===== src/hdl/raster_pkg.sv =====
`default_nettype none

package raster_pkg;

	////////////////////
	// Counter geometry
	////////////////////

	localparam int COORD_W = 11; // Covers totals up to 2047

	typedef logic [COORD_W-1:0] coord_t;

	////////////////////
	// Raster phases
	////////////////////

	// Order follows the line, active first
	typedef enum logic [1:0] {
		PH_ACTIVE = 2'd0, // Live pixels or lines
		PH_FRONT  = 2'd1, // Front porch
		PH_SYNC   = 2'd2, // Sync pulse
		PH_BACK   = 2'd3  // Back porch, then wrap
	} phase_e;

endpackage

`default_nettype wire


===== src/hdl/video_mode_pkg.sv =====
`default_nettype none

package video_mode_pkg;

	localparam int MODE_W = 4; // Mode switch width

	// Switch codes of the board
	typedef enum logic [MODE_W-1:0] {
		MODE_VGA    = 4'b0000,
		MODE_SVGA   = 4'b0001,
		MODE_HD720  = 4'b0010,
		MODE_XGA    = 4'b0011,
		MODE_SXGA   = 4'b1000,
		MODE_CAMERA = 4'b1001
	} mode_e;

	// Porch and sync figures of one format
	typedef struct packed {
		raster_pkg::coord_t h_active;
		raster_pkg::coord_t h_front;
		raster_pkg::coord_t h_sync;
		raster_pkg::coord_t h_back;
		raster_pkg::coord_t v_active;
		raster_pkg::coord_t v_front;
		raster_pkg::coord_t v_sync;
		raster_pkg::coord_t v_back;
		logic               sync_neg; // 1 means active low sync
	} timing_t;

	////////////////////
	// Format table
	////////////////////

	localparam timing_t TIMING_VGA = '{
		h_active: 11'd640, h_front: 11'd16, h_sync: 11'd96, h_back: 11'd48,
		v_active: 11'd480, v_front: 11'd11, v_sync: 11'd2, v_back: 11'd31,
		sync_neg: 1'b1
	};
	localparam timing_t TIMING_SVGA = '{
		h_active: 11'd800, h_front: 11'd40, h_sync: 11'd128, h_back: 11'd88,
		v_active: 11'd600, v_front: 11'd1, v_sync: 11'd4, v_back: 11'd23,
		sync_neg: 1'b0
	};
	localparam timing_t TIMING_XGA = '{
		h_active: 11'd1024, h_front: 11'd24, h_sync: 11'd136, h_back: 11'd160,
		v_active: 11'd768, v_front: 11'd3, v_sync: 11'd6, v_back: 11'd29,
		sync_neg: 1'b1
	};
	localparam timing_t TIMING_HD720 = '{
		h_active: 11'd1280, h_front: 11'd110, h_sync: 11'd40, h_back: 11'd220,
		v_active: 11'd720, v_front: 11'd5, v_sync: 11'd5, v_back: 11'd20,
		sync_neg: 1'b0
	};
	localparam timing_t TIMING_SXGA = '{
		h_active: 11'd1280, h_front: 11'd48, h_sync: 11'd112, h_back: 11'd248,
		v_active: 11'd1024, v_front: 11'd1, v_sync: 11'd3, v_back: 11'd38,
		sync_neg: 1'b0
	};
	localparam timing_t TIMING_CAMERA = '{
		h_active: 11'd1280, h_front: 11'd110, h_sync: 11'd39, h_back: 11'd220,
		v_active: 11'd720, v_front: 11'd4, v_sync: 11'd4, v_back: 11'd22,
		sync_neg: 1'b0
	};

	// Table lookup, 720p for anything else
	function automatic timing_t mode_timing(mode_e mode);
		case (mode)
			MODE_VGA:    return TIMING_VGA;
			MODE_SVGA:   return TIMING_SVGA;
			MODE_XGA:    return TIMING_XGA;
			MODE_SXGA:   return TIMING_SXGA;
			MODE_CAMERA: return TIMING_CAMERA;
			default:     return TIMING_HD720;
		endcase
	endfunction

endpackage

`default_nettype wire


===== src/hdl/mode_select.sv =====
`timescale 1ns/1ps
`default_nettype none

module mode_select #(
	parameter int DEBOUNCE_CYCLES = 65536 // Stable cycles before a code is taken
) (
	input  wire logic                               clk50m_bufg,
	input  wire logic                               rst,
	input  wire logic [video_mode_pkg::MODE_W-1:0] sw,          // Raw board switches
	output video_mode_pkg::mode_e                   mode,
	output logic                                    mode_change  // One cycle, new mode valid
);

	localparam int CNT_W = $clog2(DEBOUNCE_CYCLES + 1);

	logic [video_mode_pkg::MODE_W-1:0] sw_meta; // First sync flop
	logic [video_mode_pkg::MODE_W-1:0] sw_sync; // Second sync flop
	logic [CNT_W-1:0]                   stable_cnt;
	logic                               stable;
	video_mode_pkg::mode_e              code_mode;

	////////////////////
	// Synchronizer
	////////////////////

	always_ff @(posedge clk50m_bufg) begin
		sw_meta <= sw;
		sw_sync <= sw_meta;
	end

	////////////////////
	// Debounce
	////////////////////

	assign stable = (stable_cnt == CNT_W'(DEBOUNCE_CYCLES));

	always_ff @(posedge clk50m_bufg) begin
		if (rst) begin
			stable_cnt <= '0;
		end else if (sw_meta != sw_sync) begin
			stable_cnt <= '0; // Code about to move, start over
		end else if (!stable) begin
			stable_cnt <= stable_cnt + 1'b1; // Saturates at the limit
		end
	end

	// Known codes map straight through
	always_comb begin
		case (sw_sync)
			video_mode_pkg::MODE_VGA,
			video_mode_pkg::MODE_SVGA,
			video_mode_pkg::MODE_HD720,
			video_mode_pkg::MODE_XGA,
			video_mode_pkg::MODE_SXGA,
			video_mode_pkg::MODE_CAMERA: code_mode = video_mode_pkg::mode_e'(sw_sync);
			default:                     code_mode = video_mode_pkg::MODE_HD720; // Fallback
		endcase
	end

	// Commit only on a real change of format
	always_ff @(posedge clk50m_bufg) begin
		if (rst) begin
			mode        <= video_mode_pkg::MODE_HD720;
			mode_change <= 1'b0;
		end else begin
			mode_change <= 1'b0;
			if (stable && code_mode != mode) begin
				mode        <= code_mode;
				mode_change <= 1'b1;
			end
		end
	end

endmodule

`default_nettype wire


===== src/hdl/raster_timing.sv =====
`timescale 1ns/1ps
`default_nettype none

module raster_timing (
	input  wire logic                  clk50m_bufg,
	input  wire logic                  rst,
	input  wire video_mode_pkg::mode_e mode,
	input  wire logic                  mode_change, // Restarts the raster
	output raster_pkg::coord_t         hcount,
	output raster_pkg::coord_t         vcount,
	output logic                       hsync_raw,   // High during the pulse
	output logic                       vsync_raw,
	output logic                       active,      // Live pixel
	output logic                       sync_neg     // Format wants low sync
);

	video_mode_pkg::timing_t fmt;

	raster_pkg::coord_t h_sync_at; // First pixel of hsync
	raster_pkg::coord_t h_back_at; // First pixel of back porch
	raster_pkg::coord_t h_last;    // Last pixel of the line
	raster_pkg::coord_t v_sync_at;
	raster_pkg::coord_t v_back_at;
	raster_pkg::coord_t v_last;
	raster_pkg::coord_t h_next;
	raster_pkg::coord_t v_next;
	logic               h_wrap;
	raster_pkg::phase_e h_phase;
	raster_pkg::phase_e v_phase;

	// Step to the next phase when the count hits its boundary
	function automatic raster_pkg::phase_e next_phase(
		input raster_pkg::phase_e cur,
		input raster_pkg::coord_t nxt,
		input raster_pkg::coord_t blank_at,
		input raster_pkg::coord_t sync_at,
		input raster_pkg::coord_t back_at
	);
		raster_pkg::phase_e ph;
		ph = cur;
		case (cur)
			raster_pkg::PH_ACTIVE: if (nxt == blank_at) ph = raster_pkg::PH_FRONT;
			raster_pkg::PH_FRONT:  if (nxt == sync_at) ph = raster_pkg::PH_SYNC;
			raster_pkg::PH_SYNC:   if (nxt == back_at) ph = raster_pkg::PH_BACK;
			raster_pkg::PH_BACK:   if (nxt == '0) ph = raster_pkg::PH_ACTIVE;
		endcase
		return ph;
	endfunction

	////////////////////
	// Format boundaries
	////////////////////

	assign fmt = video_mode_pkg::mode_timing(mode);

	assign h_sync_at = fmt.h_active + fmt.h_front;
	assign h_back_at = h_sync_at + fmt.h_sync;
	assign h_last    = h_back_at + fmt.h_back - raster_pkg::coord_t'(1);
	assign v_sync_at = fmt.v_active + fmt.v_front;
	assign v_back_at = v_sync_at + fmt.v_sync;
	assign v_last    = v_back_at + fmt.v_back - raster_pkg::coord_t'(1);

	assign h_wrap = (hcount == h_last);
	assign h_next = h_wrap ? '0 : hcount + 1'b1;
	assign v_next = (vcount == v_last) ? '0 : vcount + 1'b1; // Used only at h_wrap

	////////////////////
	// Counters and FSMs
	////////////////////

	always_ff @(posedge clk50m_bufg) begin
		if (rst || mode_change) begin
			hcount  <= '0;
			vcount  <= '0;
			h_phase <= raster_pkg::PH_ACTIVE;
			v_phase <= raster_pkg::PH_ACTIVE;
		end else begin
			hcount  <= h_next;
			h_phase <= next_phase(h_phase, h_next, fmt.h_active, h_sync_at, h_back_at);
			if (h_wrap) begin // One line done
				vcount  <= v_next;
				v_phase <= next_phase(v_phase, v_next, fmt.v_active, v_sync_at, v_back_at);
			end
		end
	end

	// Decode, aligned with the counters
	assign active    = (h_phase == raster_pkg::PH_ACTIVE) && (v_phase == raster_pkg::PH_ACTIVE);
	assign hsync_raw = (h_phase == raster_pkg::PH_SYNC);
	assign vsync_raw = (v_phase == raster_pkg::PH_SYNC);
	assign sync_neg  = fmt.sync_neg;

endmodule

`default_nettype wire


===== src/hdl/video_sync_out.sv =====
`timescale 1ns/1ps
`default_nettype none

module video_sync_out (
	input  wire logic               clk50m_bufg,
	input  wire logic               rst,
	input  wire raster_pkg::coord_t hcount,
	input  wire raster_pkg::coord_t vcount,
	input  wire logic               hsync_raw,
	input  wire logic               vsync_raw,
	input  wire logic               active,
	input  wire logic               sync_neg,   // Invert both syncs
	output logic                    hsync,      // Board level sync
	output logic                    vsync,
	output logic                    de,
	output raster_pkg::coord_t      hcount_out, // Same 2 cycle lag as de
	output raster_pkg::coord_t      vcount_out
);

	logic               hsync_q; // Polarity applied
	logic               vsync_q;
	logic               active_q;
	raster_pkg::coord_t hcount_q;
	raster_pkg::coord_t vcount_q;

	always_ff @(posedge clk50m_bufg) begin
		if (rst) begin
			hsync_q    <= 1'b0; // Idle level of 720p
			vsync_q    <= 1'b0;
			active_q   <= 1'b0;
			hcount_q   <= '0;
			vcount_q   <= '0;
			hsync      <= 1'b0;
			vsync      <= 1'b0;
			de         <= 1'b0;
			hcount_out <= '0;
			vcount_out <= '0;
		end else begin
			// Stage 1
			hsync_q    <= hsync_raw ^ sync_neg;
			vsync_q    <= vsync_raw ^ sync_neg;
			active_q   <= active;
			hcount_q   <= hcount;
			vcount_q   <= vcount;
			// Stage 2, drives the pins
			hsync      <= hsync_q;
			vsync      <= vsync_q;
			de         <= active_q;
			hcount_out <= hcount_q;
			vcount_out <= vcount_q;
		end
	end

endmodule

`default_nettype wire


===== src/hdl/dvi_timing_top.sv =====
`timescale 1ns/1ps
`default_nettype none

module dvi_timing_top #(
	parameter int DEBOUNCE_CYCLES = 65536 // Switch settle time in clocks
) (
	input  wire logic                               clk50m_bufg,
	input  wire logic                               rst,
	input  wire logic [video_mode_pkg::MODE_W-1:0] sw,
	output logic                                    hsync,
	output logic                                    vsync,
	output logic                                    de,
	output raster_pkg::coord_t                      hcount_out,
	output raster_pkg::coord_t                      vcount_out
);

	video_mode_pkg::mode_e mode;
	logic                  mode_change;
	raster_pkg::coord_t    hcount;
	raster_pkg::coord_t    vcount;
	logic                  hsync_raw;
	logic                  vsync_raw;
	logic                  active;
	logic                  sync_neg;

	////////////////////
	// Switches to mode
	////////////////////

	mode_select #(
		.DEBOUNCE_CYCLES(DEBOUNCE_CYCLES)
	) u_mode_select (
		.clk50m_bufg(clk50m_bufg),
		.rst        (rst),
		.sw         (sw),
		.mode       (mode),
		.mode_change(mode_change)
	);

	// Raster counters and raw decode
	raster_timing u_raster_timing (
		.clk50m_bufg(clk50m_bufg),
		.rst        (rst),
		.mode       (mode),
		.mode_change(mode_change),
		.hcount     (hcount),
		.vcount     (vcount),
		.hsync_raw  (hsync_raw),
		.vsync_raw  (vsync_raw),
		.active     (active),
		.sync_neg   (sync_neg)
	);

	// Polarity and output registers
	video_sync_out u_video_sync_out (
		.clk50m_bufg(clk50m_bufg),
		.rst        (rst),
		.hcount     (hcount),
		.vcount     (vcount),
		.hsync_raw  (hsync_raw),
		.vsync_raw  (vsync_raw),
		.active     (active),
		.sync_neg   (sync_neg),
		.hsync      (hsync),
		.vsync      (vsync),
		.de         (de),
		.hcount_out (hcount_out),
		.vcount_out (vcount_out)
	);

endmodule

`default_nettype wire


===== config.mk =====
export PLATFORM = sky130hd
export DESIGN_NAME = dvi_timing_top
export DESIGN_NICKNAME = d
export VERILOG_FILES = /design/src/hdl/raster_pkg.sv /design/src/hdl/video_mode_pkg.sv /design/src/hdl/mode_select.sv /design/src/hdl/raster_timing.sv /design/src/hdl/video_sync_out.sv /design/src/hdl/dvi_timing_top.sv
export SDC_FILE = /design/constraint.sdc
export NUM_CORES = 1
export LEC_CHECK = 0
export BUFFER_PORTS_ARGS = -buffer_cell sky130_fd_sc_hd__clkbuf_2
export CORE_MARGIN = 4
export CORE_UTILIZATION = 50
export DETAILED_ROUTE_END_ITERATION = 6
export PLACE_DENSITY = 0.73
export SYNTH_ARGS = -nofsm -noshare
export SYNTH_HDL_FRONTEND = slang
export SYNTH_SLANG_ARGS = --single-unit

===== constraint.sdc =====
create_clock -name clk50m_bufg -period 6.1 [get_ports clk50m_bufg]
set_clock_uncertainty 0.15 [all_clocks]
set_input_delay 0.305 -clock clk50m_bufg [delete_from_list [all_inputs] [get_ports clk50m_bufg]]
set_output_delay 0.305 -clock clk50m_bufg [all_outputs]
set_load 0.05 [all_outputs]

# [Word level (Yosys, flattened, before mapping)]
# Index checks and enable logic that the tools add are counted.
[classes] n_addsub=11 n_eq_ne=34 n_mux=15 bitwise_logic=2 n_reduce_logical=13
[op_table] cell="$pmux W89 S5" n=1
[op_table] cell="$eq A11 B11 Y1" n=8
[op_table] cell="$add A11 B11 Y11" n=6
[op_table] cell="$add A11 B1 Y11 const B" n=2
[op_table] cell="$logic_not A11 Y1" n=2
[op_table] cell="$mux W11" n=2
[op_table] cell="$sub A11 B1 Y11 const B" n=2
[op_table] cell="$add A17 B1 Y17 const B" n=1
[op_table] cell="$eq A17 B17 Y1 const B" n=1
[op_table] cell="$eq A4 B4 Y1 const B" n=4
[op_table] cell="$mux W2" n=8
[op_table] cell="$pmux W2 S4" n=2
[op_table] cell="$eq A4 B2 Y1 const B" n=3
[op_table] cell="$ne A2 B1 Y1 const B" n=6
[op_table] cell="$eq A2 B2 Y1 const B" n=4
[op_table] cell="$eq A4 B1 Y1 const B" n=2
[op_table] cell="$logic_not A4 Y1" n=2
[op_table] cell="$ne A4 B4 Y1" n=2
[op_table] cell="$reduce_or A6 Y1" n=1
[op_table] cell="$reduce_and A5 Y1" n=1
[op_table] cell="$eq A2 B1 Y1 const B" n=2
[op_table] cell="$logic_not A2 Y1" n=2
[op_table] cell="$mux W4" n=1
[op_table] cell="$ne A2 B2 Y1 const B" n=2
[op_table] cell="6 further kinds" n=8
[totals] reg_bits=106 input_bits=6 output_inout_bits=25 wordCells=94

# [Depth between registers and ports, before layout]
# Gate-level depths: netlist (run 1).
[depth] ltp_word=11 mapped_depth=27 depth_no_buf=25

# [Hierarchy]
# Synthesis (run 1) repeated with hierarchy kept, for this count alone.
[unflattened] hier_cells=795 hier_area_um2=6752.7
[modules_own_cells] mod="raster_timing" n_inst=1 cells_each=558 area_per_inst_um2=4100.2 seq_area_each_um2=520.5
[modules_own_cells] mod="video_sync_out" n_inst=1 cells_each=107 area_per_inst_um2=1351.3 seq_area_each_um2=1001.0
[modules_own_cells] mod="mode_select" n_inst=1 cells_each=130 area_per_inst_um2=1301.2 seq_area_each_um2=600.6

# [Worst setup path before layout (run 1)]
# Ideal clock, no wire load.
[synth_path] path_kind="register to register" startpoint="register u_mode_select.mode[1]" endpoint="register u_raster_timing.vcount[6]" setup_time_ps=71 arrival_ps=5726 required_time_ps=5879 setup_slack_ps=154 path_stages_with_launch=23 path_buffers=3 period_less_slack_ps=5946 cell_sequence="dfxtp_1 buf_6 clkbuf_1 nor4b_1 ha_1 ha_1 a31oi_1 nor2b_1 nor2_1 xor2_1 ha_1 inv_1 ha_1 a21o_1 a21oi_1 nor2b_1 o31a_1 or4_1 a2111oi_4 buf_4 inv_1 or4_1 a21oi_1"
[synth_via] elab_chain_cells=8 elab_cells_between_ends=17 cone_classes="add/sub (8); eq/ne (6); mux (2); reduce/logical (1)"
[synth_lines] item="start, declared" line="mode_select.sv:10" source="output video_mode_pkg::mode_e mode,"
[synth_lines] item="start signal, assigned" line="mode_select.sv:63" source="mode <= video_mode_pkg::MODE_HD720;"
[synth_lines] item="start signal, assigned" line="mode_select.sv:68" source="mode <= code_mode;"
[synth_lines] item="$eq A4 B4 Y1 (tied with other cells)" line="video_mode_pkg.sv:67" source="case (mode)"
[synth_lines] item="$pmux W89 S5 (*)" line="video_mode_pkg.sv:67"
[synth_lines] item="$add A11 B11 Y11" line="raster_timing.sv:59" source="assign v_sync_at = fmt.v_active + fmt.v_front;"
[synth_lines] item="$add A11 B11 Y11" line="raster_timing.sv:60" source="assign v_back_at = v_sync_at + fmt.v_sync;"
[synth_lines] item="$add A11 B11 Y11" line="raster_timing.sv:61" source="assign v_last = v_back_at + fmt.v_back - raster_pkg::coord_t'(1);"
[synth_lines] item="$sub A11 B1 Y11" line="raster_timing.sv:61"
[synth_lines] item="$eq A11 B11 Y1" line="raster_timing.sv:65" source="assign v_next = (vcount == v_last) ? '0 : vcount + 1'b1;"
[synth_lines] item="$mux W11" line="raster_timing.sv:65"
[synth_lines] item="end signal, assigned" line="raster_timing.sv:81" source="vcount <= v_next;"
[synth_lines] item="end, declared" line="raster_timing.sv:10" source="output raster_pkg::coord_t vcount,"
# Mark *: on every way between the ends. The rest lies on a longest branch, timed or not.
# A chain may end at the register's enable or synchronous reset.

# [Worst setup path in the final report (run 1)]
[layout_path] startpoint="register u_mode_select.mode[0]" endpoint="register u_raster_timing.v_phase[0]"
[layout_via] elab_chain_cells=11 elab_cells_between_ends=26 cone_classes="add/sub (8); eq/ne (13); mux (2); reduce/logical (3)"
[layout_lines] item="$eq A4 B4 Y1 (tied with other cells)" line="video_mode_pkg.sv:67"
[layout_lines] item="$pmux W89 S5 (*)" line="video_mode_pkg.sv:67"
[layout_lines] item="$add A11 B11 Y11" line="raster_timing.sv:59"
[layout_lines] item="$add A11 B11 Y11" line="raster_timing.sv:60"
[layout_lines] item="$add A11 B11 Y11" line="raster_timing.sv:61"
[layout_lines] item="$sub A11 B1 Y11" line="raster_timing.sv:61"
[layout_lines] item="$eq A11 B11 Y1" line="raster_timing.sv:65"
[layout_lines] item="$mux W11" line="raster_timing.sv:65"
[layout_lines] item="$eq A11 B11 Y1 (tied with other cells)" line="raster_timing.sv:44" source="raster_pkg::PH_SYNC: if (nxt == back_at) ph = raster_pkg::PH_BACK;"
[layout_lines] item="$ne A2 B2 Y1 (no source line) / $ne A2 B1 Y1 (equally long branches)"
[layout_lines] item="$reduce_and A5 Y1 (no source line) (*)"
[layout_lines] item="end signal, assigned" line="raster_timing.sv:76" source="v_phase <= raster_pkg::PH_ACTIVE;"
[layout_lines] item="end signal, assigned" line="raster_timing.sv:82" source="v_phase <= next_phase(v_phase, v_next, fmt.v_active, v_sync_at, v_back_at);"
[layout_lines] item="end, declared" line="raster_timing.sv:29" source="raster_pkg::phase_e v_phase;"
# Marked as above.

==> load_flow_metrics.sql, run 1 <==
INSERT INTO impl_metrics (metric_group, metric, value, unit) VALUES
('worst_setup_path', 'worst_path_most_repeated_cell', 'sky130_fd_sc_hd__ha_1', ''),
('synth', 'synthFlopType', 'sky130_fd_sc_hd__dfxtp_1', ''),
('synth', 'synth_warnings', '0', ''),
('clocking', 'clk_root_buffer_cell', 'sky130_fd_sc_hd__clkbuf_16', ''),
('drt', 'routed_via_density', '5.717', ''),
('power', 'internal_power', '1010', 'µW'),
('drt', 'violation_count_after_the_first_detailed_routing_iteration', '441', ''),
('synth', 'synth_area_per_cell', '8.525', 'µm²'),
('job', 'maxCapViolations', '0', ''),
('floorplanning', 'fp.dieArea', '15460', 'µm²'),
('clocking', 'cts.path.max_buffers', '2', ''),
('worst_setup_path', 'crit_path_max_fanout', '16', ''),
('grt', 'gr-total-overflow', '0', ''),
('worst_setup_path', 'startpoint', 'u_mode_select.mode[0]', ''),
('drt', 'routed_wirelength', '15950', 'µm'),
('timing', 'fmax', '173.4', 'MHz'),
('synth', 'synthesis.area', '6769', 'µm²'),
('synth', 'yosys.area.top_type_share', '0.3135', ''),
('worst_setup_path', 'reg2reg_setup_slack', '0.33', 'ns'),
('clocking', 'tritoncts_clock_tree', 'built', ''),
('synth', 'flip_flop_and_latch_count_after_synthesis', '106', ''),
('power', 'netSwitchingFraction', '0.2385', ''),
('layout', 'finish.net_count', '876', ''),
('synth', 'netlist_instances', '794', ''),
('clocking', 'clk_pin_slew_worst_paths', '0.07', 'ns'),
('clocking', 'clock_latency', '0.35', 'ns'),
('worst_setup_path', 'cp.arrival', '5.88', 'ns'),
('grt', 'wire_length_of_the_first_global_routing_pass', '26460', 'µm'),
('timing', 'worstMarginPinSlew', '0.8631', 'ns'),
('worst_setup_path', 'crit_path_top_delay_cell', 'sky130_fd_sc_hd__dfxtp_1', ''),
('power', 'seq_power_share', '0.535', ''),
('place', 'place.detailed.instances', '983', ''),
('clocking', 'tritoncts_num_sinks', '106', ''),
('power', 'cellLeakagePower', '0.003001', 'µW'),
('floorplanning', 'die_height', '124.4', 'µm'),
('place', 'detailedPlacementHpwl', '11970', 'µm'),
('worst_setup_path', 'worstSetupStartpointType', 'flip-flop', ''),
('worst_setup_path', 'cp_data_required_time', '6.22', 'ns'),
('run_status', 'status', 'finished clean', ''),
('timing', 'final_cycle_utilization_of_the_critical_path', '0.9453', ''),
('timing', 'postLayoutSetupSlackWorst', '0.3340', 'ns'),
('worst_setup_path', 'rr_startpoint', 'u_mode_select.mode[0]', ''),
('synth', 'edff_count_synth', '0', ''),
('power', 'clockPowerShare', '0.418', ''),
('drt', 'antenna_left', '0', ''),
('hold_path', 'worst_hold_startpoint', 'u_mode_select.sw_meta[1]', ''),
('floorplanning', 'rows', '42', ''),
('hold_path', 'hold_class', 'flip-flop to flip-flop', ''),
('timing', 'fin_tns_setup', '0', 'ns'),
('synth', 'yosys.cell_count.top_type', 'sky130_fd_sc_hd__dfxtp_1', ''),
('synth', 'synth_sequential_area_ratio', '0.3135', ''),
('grt', 'antenna_found_initial', '0', ''),
('drt', 'wire_per_inst', '15.84', 'µm'),
('timing', 'final-setup-viol-count', '0', ''),
('timing', 'final_max_slew_viol_count', '0', ''),
('synth', 'area_contributors_post_synth', 'sky130_fd_sc_hd__dfxtp_1 (31%), sky130_fd_sc_hd__xnor2_1 (8.7%), sky130_fd_sc_hd__ha_1 (7.9%), sky130_fd_sc_hd__xor2_1 (6.0%), sky130_fd_sc_hd__nor2b_1 (4.4%)', ''),
('place', 'port-buffer-count', '30', ''),
('grt', 'grt_start_max_net_pins', '59', ''),
('power', 'power.density_cell_area', '175.6', 'nW/µm²'),
('floorplanning', 'floorplan.initialDensity', '0.5111', ''),
('floorplanning', 'core_area', '13240', 'µm²'),
('floorplanning', 'die_x', '124.4', 'µm'),
('synth', 'synth_top_cells_by_count', 'sky130_fd_sc_hd__dfxtp_1 (106), sky130_fd_sc_hd__nor2_1 (75), sky130_fd_sc_hd__xnor2_1 (67)', ''),
('worst_setup_path', 'worst_path_largest_cell_delay', '0.46', 'ns'),
('worst_setup_path', 'critical_path_class', 'flip-flop to flip-flop', ''),
('layout', 'area_growth', '11.53', '%'),
('power', 'max-vdd-ir-drop', '0.1120', 'mV'),
('grt', 'grt_pass1_vias', '5290', ''),
('drt', 'first_pass_iters', '5', ''),
('drt', 'detailroute.via_count', '5757', ''),
('grt', 'grt_usage', '0.2039', '');
final timing paths:
check	end	cells past startpoint
worst max-delay path	u_raster_timing.v_phase[0]	21
worst min-delay path	u_mode_select.sw_sync[1]	0
worst max register to register	u_raster_timing.v_phase[0]	21
worst min register to register	u_mode_select.sw_sync[1]	0
cell type report:
class / instances / area (µm²) / area share
Multi-Input combinational cell: 603 / 4359 / 0.5774
Clock buffer: 9 / 225.2 / 0.02983
Sequential cell: 106 / 2123 / 0.2812
Clock inverter: 7 / 61.31 / 0.008121
Inverter: 50 / 205.2 / 0.02718
Tap cell: 176 / 220.2 / 0.02917
Timing Repair Buffer: 56 / 355.3 / 0.04707
critical path, delay by kind of cell, from the launching register on:
| kind | cells | cell delay, ns |
|---|---|---|
| AOI/OAI and AO/OA | 7 | 1.86 |
| xor gates and xnor gates | 1 | 0.24 |
| adders and majority gates | 3 | 1.00 |
| buffers and inverters | 2 | 0.39 |
| DFF | 1 | 0.46 |
| muxes | 1 | 0.42 |
| and+or+nand+nor | 7 | 1.15 |
stage by stage:
step	cell area, µm²	utilization	total power (µW)
floorplan	6769	-	771.4
global placement	7128	0.5383	785.1
detailed placement	7128	0.5383	786.1
CTS	7455	0.5629	1339
global route	7550	0.5701	1378
finish	7550	0.5701	1326
state kept, by name, summed over array words and instances (netlist names), 2 cells and up:
signal / cells
u_video_sync_out.vcount_q: 11
u_mode_select.stable_cnt: 17
u_raster_timing.v_phase: 2
u_mode_select.sw_sync: 4
u_raster_timing.hcount: 11
u_video_sync_out.hcount_out: 11
u_video_sync_out.vcount_out: 11
u_raster_timing.vcount: 11
u_raster_timing.h_phase: 2
u_mode_select.mode: 4
u_mode_select.sw_meta: 4
u_video_sync_out.hcount_q: 11
timing repair:
action | CTS | global route
endpoints found under the hold margin | 4 | 0
hold buffers | 4 | 0
resized for setup | 0 | 15
setup endpoints to repair | 0 | 7
buffers inserted | 0 | 4
power by group through the flow:
| stage | clock network, µW | registers, µW | logic [µW] |
|---|---|---|---|
| after floorplan | 0 | 729 | 42.7 |
| after global placement | 0 | 726 | 58.9 |
| after detailed placement | 0 | 726 | 59.8 |
| after CTS | 567 | 710 | 62.1 |
| after global routing | 598 | 711 | 69.0 |
| final | 554 | 710 | 62.1 |
cell usage in the layout (no fill, tap or decap), drive strengths merged, types with 4 or more instances in the layout:
cell and n:
ha 43, and2 4, o41ai 4, a211oi 5
nand4b 4, dfxtp 106, a21oi 39, o211ai 6
nand4 12, nor4 7, xor2 46, a31oi 5
o22ai 5, or4 5, xnor2 68, clkinv 6
inv 50, mux2 5, nor2 77, nand2 51
buf 22, o31ai 5, nor3b 4, dlygate4sd3 4
and3 20, clkbuf 39, nand2b 6, or2 5
nand3 24, nor2b 48, o21ai 20, or3 6
nand3b 7, mux2i 6, nor3 15
logic make-up (layout without fill, tap and decap cells):
logic type / count (synthesis) / in the layout / share of synthesized area
DFF: 106 / 106 / 0.3135
buffers and inverters: 85 / 122 / 0.05194
AOI/OAI and AO/OA: 131 / 131 / 0.1392
muxes: 11 / 11 / 0.01719
and+or+nand+nor: 303 / 303 / 0.2455
xor gates and xnor gates: 114 / 114 / 0.1503
adders and majority gates: 44 / 44 / 0.08244
routing by layer:
metal  vias to the layer above  track usage  wire length, µm
li1                       2831            -                -
met1                      2680       0.2761             7424
met2                       191       0.3327             7206
met3                        55      0.02530              833
met4                         0      0.07608              489
met5                         -            0                0
Power figures use the tool's default switching activity.
==> inputs of run 2 (changes only) <==
--- a/config.mk
+++ b/config.mk
@@ -9,7 +9,7 @@
 export CORE_MARGIN = 4
 export CORE_UTILIZATION = 50
 export DETAILED_ROUTE_END_ITERATION = 6
-export PLACE_DENSITY = 0.73
+export PLACE_DENSITY_LB_ADDON = 0.12
 export SYNTH_ARGS = -nofsm -noshare
 export SYNTH_HDL_FRONTEND = slang
 export SYNTH_SLANG_ARGS = --single-unit
==> constraint.sdc (replaced) <==
create_clock -name clk50m_bufg -period 6.8 [get_ports clk50m_bufg]
set_clock_uncertainty 0.15 [all_clocks]
set_input_delay 0.34 -clock clk50m_bufg [delete_from_list [all_inputs] [get_ports clk50m_bufg]]
set_output_delay 0.34 -clock clk50m_bufg [all_outputs]
set_load 0.05 [all_outputs]
==> load_flow_metrics.sql, run 2 (synthesis gave the netlist of run 1 again) <==
INSERT INTO impl_metrics (metric_group, metric, value, unit) VALUES
('run_status', 'status', 'finished clean', ''),
('worst_setup_path', 'crit_path_max_fanout', '14', ''),
('drt', 'routed_via_density', '5.652', ''),
('floorplanning', 'floorplan.initialDensity', '0.5111', ''),
('drt', 'routed_wirelength', '16630', 'µm'),
('grt', 'antenna_found_initial', '0', ''),
('grt', 'grt_usage', '0.2149', ''),
('floorplanning', 'core_area', '13240', 'µm²'),
('clocking', 'postCtsSetupBuffers', '0', ''),
('place', 'gp_routability_congestion', '0.9430', ''),
('drt', 'wire_per_inst', '16.80', 'µm'),
('place', 'detailedPlacementHpwl', '12710', 'µm'),
('drt', 'detailroute.via_count', '5595', ''),
('timing', 'period_needed', '6.267', 'ns'),
('floorplanning', 'die_height', '124.4', 'µm'),
('drt', 'drt_drc_violations_left', '0', ''),
('job', 'maxCapViolations', '0', ''),
('timing', 'final_cycle_utilization_of_the_critical_path', '0.9216', ''),
('worst_setup_path', 'critical_path_class', 'flip-flop to flip-flop', ''),
('drt', 'dr.max_layer_used', 'met4', ''),
('floorplanning', 'fp.dieArea', '15460', 'µm²'),
('layout', 'area_growth', '9.131', '%'),
('hold_path', 'worst_hold_path.num_cells', '0', ''),
('layout', 'number_of_flip_flops_under_the_largest_register_name', '17', ''),
('timing', 'fin_tns_setup', '0', 'ns'),
('drt', 'violation_count_after_the_first_detailed_routing_iteration', '363', ''),
('power', 'cellLeakagePower', '0.002913', 'µW'),
('timing', 'unrepaired_setup_endpoints_after_global_routing', 'false', ''),
('timing', 'fmax', '159.6', 'MHz'),
('layout', 'layout.core_utilization', '0.5578', ''),
('clocking', 'clock_latency', '0.36', 'ns'),
('drt', 'first_pass_iters', '5', ''),
('layout', 'mostFrequentLayoutCell', 'sky130_fd_sc_hd__dfxtp_1', ''),
('timing', 'slew_headroom', '0.4233', ''),
('timing', 'timing.final.hold_violations', '0', ''),
('layout', 'count_of_antenna_diodes_in_the_layout', '0', ''),
('layout', 'fill_cells', '1285', ''),
('grt', 'gr-total-overflow', '0', ''),
('place', 'port-buffer-count', '30', ''),
('timing', 'final-setup-viol-count', '0', ''),
('worst_setup_path', 'cp.arrival', '6.40', 'ns'),
('clocking', 'clk_root_buffer_cell', 'sky130_fd_sc_hd__clkbuf_16', ''),
('clocking', 'tritoncts.num_buffers', '9', ''),
('layout', 'regMostFlops', 'u_mode_select.stable_cnt', ''),
('clocking', 'clk_pin_slew_worst_paths', '0.08', 'ns'),
('worst_setup_path', 'timing.critical_path.to_type', 'flip-flop', ''),
('timing', 'worstMarginPinSlew', '0.8588', 'ns'),
('grt', 'grt_pass1_vias', '5403', ''),
('drt', 'met2_length', '7561', 'µm'),
('grt', 'wire_length_of_the_first_global_routing_pass', '27510', 'µm'),
('power', 'power.density_cell_area', '166.5', 'nW/µm²'),
('drt', 'antenna_left', '0', ''),
('worst_setup_path', 'worstSetupStartpointType', 'flip-flop', ''),
('floorplanning', 'die_x', '124.4', 'µm'),
('timing', 'final_max_slew_viol_count', '0', ''),
('worst_setup_path', 'r2r_cell_count', '20', ''),
('floorplanning', 'rows', '42', ''),
('layout', 'layout-drive-gt1-share', '0.09951', ''),
('grt', 'grt_start_max_net_pins', '59', ''),
('drt', 'm1WireLength', '7722', 'µm'),
('clocking', 'htreeDepth', '3', ''),
('layout', 'finish.net_count', '859', ''),
('layout', 'layout_common_cells', 'sky130_fd_sc_hd__dfxtp_1 (104), sky130_fd_sc_hd__nor2_1 (75), sky130_fd_sc_hd__xnor2_1 (67)', ''),
('clocking', 'tritoncts_clock_tree', 'built', ''),
('drt', 'met3_wirelength', '723', 'µm'),
('clocking', 'tritoncts_num_sinks', '106', ''),
('worst_setup_path', 'cp_data_required_time', '6.94', 'ns'),
('floorplanning', 'io_pins', '31', ''),
('hold_path', 'hold_class', 'flip-flop to flip-flop', ''),
('power', 'max-vdd-ir-drop', '0.1264', 'mV'),
('clocking', 'cts.path.max_buffers', '2', '');
-- run 2: cell count changes in the layout (fill, tap and decap cells not counted), sizes merged --
cell      delta
inv          +1
clkinvlp     -1
buf         -17
-- run 2: repair_timing --
| item | in CTS | in global routing |
|---|---|---|
| setup endpoints to repair | 0 | 6 |
| hold buffers | 4 | 0 |
| gates resized for setup | 0 | 2 |
| hold endpoints to repair | 4 | 0 |
-- run 2: final cells by class --
type | count | area [µm²] | share of cell area
clock buffer | 9 | 225.2 | 0.03049
multi-input combinational | 603 | 4295 | 0.5815
tap | 176 | 220.2 | 0.02981
timing repair buffer | 39 | 227.7 | 0.03083
sequential | 106 | 2125 | 0.2876
clock inverter | 7 | 88.84 | 0.01203
inverter | 50 | 205.2 | 0.02778
-- run 2: power breakdown --
group | internal [µW] | total [µW] | switching (µW)
Clock | 266 | 537 | 271
Sequential | 629 | 637 | 7.76
Combinational | 21.0 | 55.1 | 34.1
-- run 2: stage by stage --
step                power (µW)  hold slack, ns  setup slack, ns  cell area (µm²)  instances
floorplan                692.0          0.1987           0.8538             6769        794
detailed placement       705.4          0.2077           0.4487             7030        970
global route              1280          0.2317         0.007365             7387        990
CTS                       1247          0.2194           0.4355             7385        990
global placement         704.3          0.2058           0.5549             7030        970
finish                    1230          0.2176           0.5333             7387        990
-- run 2: worst paths after layout --
kind              slack [ns]                     start                        end
setup / recovery        0.53     u_mode_select.mode[3]  u_raster_timing.vcount[6]
hold / removal          0.22  u_mode_select.sw_meta[1]   u_mode_select.sw_sync[1]
setup reg to reg        0.53     u_mode_select.mode[3]  u_raster_timing.vcount[6]
hold reg to reg         0.22  u_mode_select.sw_meta[1]   u_mode_select.sw_sync[1]
-- run 2: layer usage --
layer  global-route usage  vias up
met2               0.3400      142
met4              0.09478        0
met1               0.2864     2625
li1                     -     2786
met5                    0        -
met3              0.03902       42
-- run 2: worst max-delay path, cell delays in order (launching register included) --
cell and delay, ns:
sky130_fd_sc_hd__dfxtp_1 0.46, sky130_fd_sc_hd__nor4b_1 0.36, sky130_fd_sc_hd__buf_4 0.20, sky130_fd_sc_hd__ha_1 0.27, sky130_fd_sc_hd__ha_1 0.34, sky130_fd_sc_hd__a31oi_1 0.34
sky130_fd_sc_hd__nor2b_1 0.09, sky130_fd_sc_hd__nor2_1 0.12, sky130_fd_sc_hd__xor2_1 0.30, sky130_fd_sc_hd__ha_1 0.29, sky130_fd_sc_hd__inv_1 0.06, sky130_fd_sc_hd__ha_1 0.30
sky130_fd_sc_hd__a21o_1 0.20, sky130_fd_sc_hd__a21oi_1 0.15, sky130_fd_sc_hd__nor2b_1 0.08, sky130_fd_sc_hd__o31a_1 0.31, sky130_fd_sc_hd__or4_1 0.54, sky130_fd_sc_hd__a2111oi_4 0.56
sky130_fd_sc_hd__inv_1 0.34, sky130_fd_sc_hd__or4_1 0.57, sky130_fd_sc_hd__a21oi_1 0.15
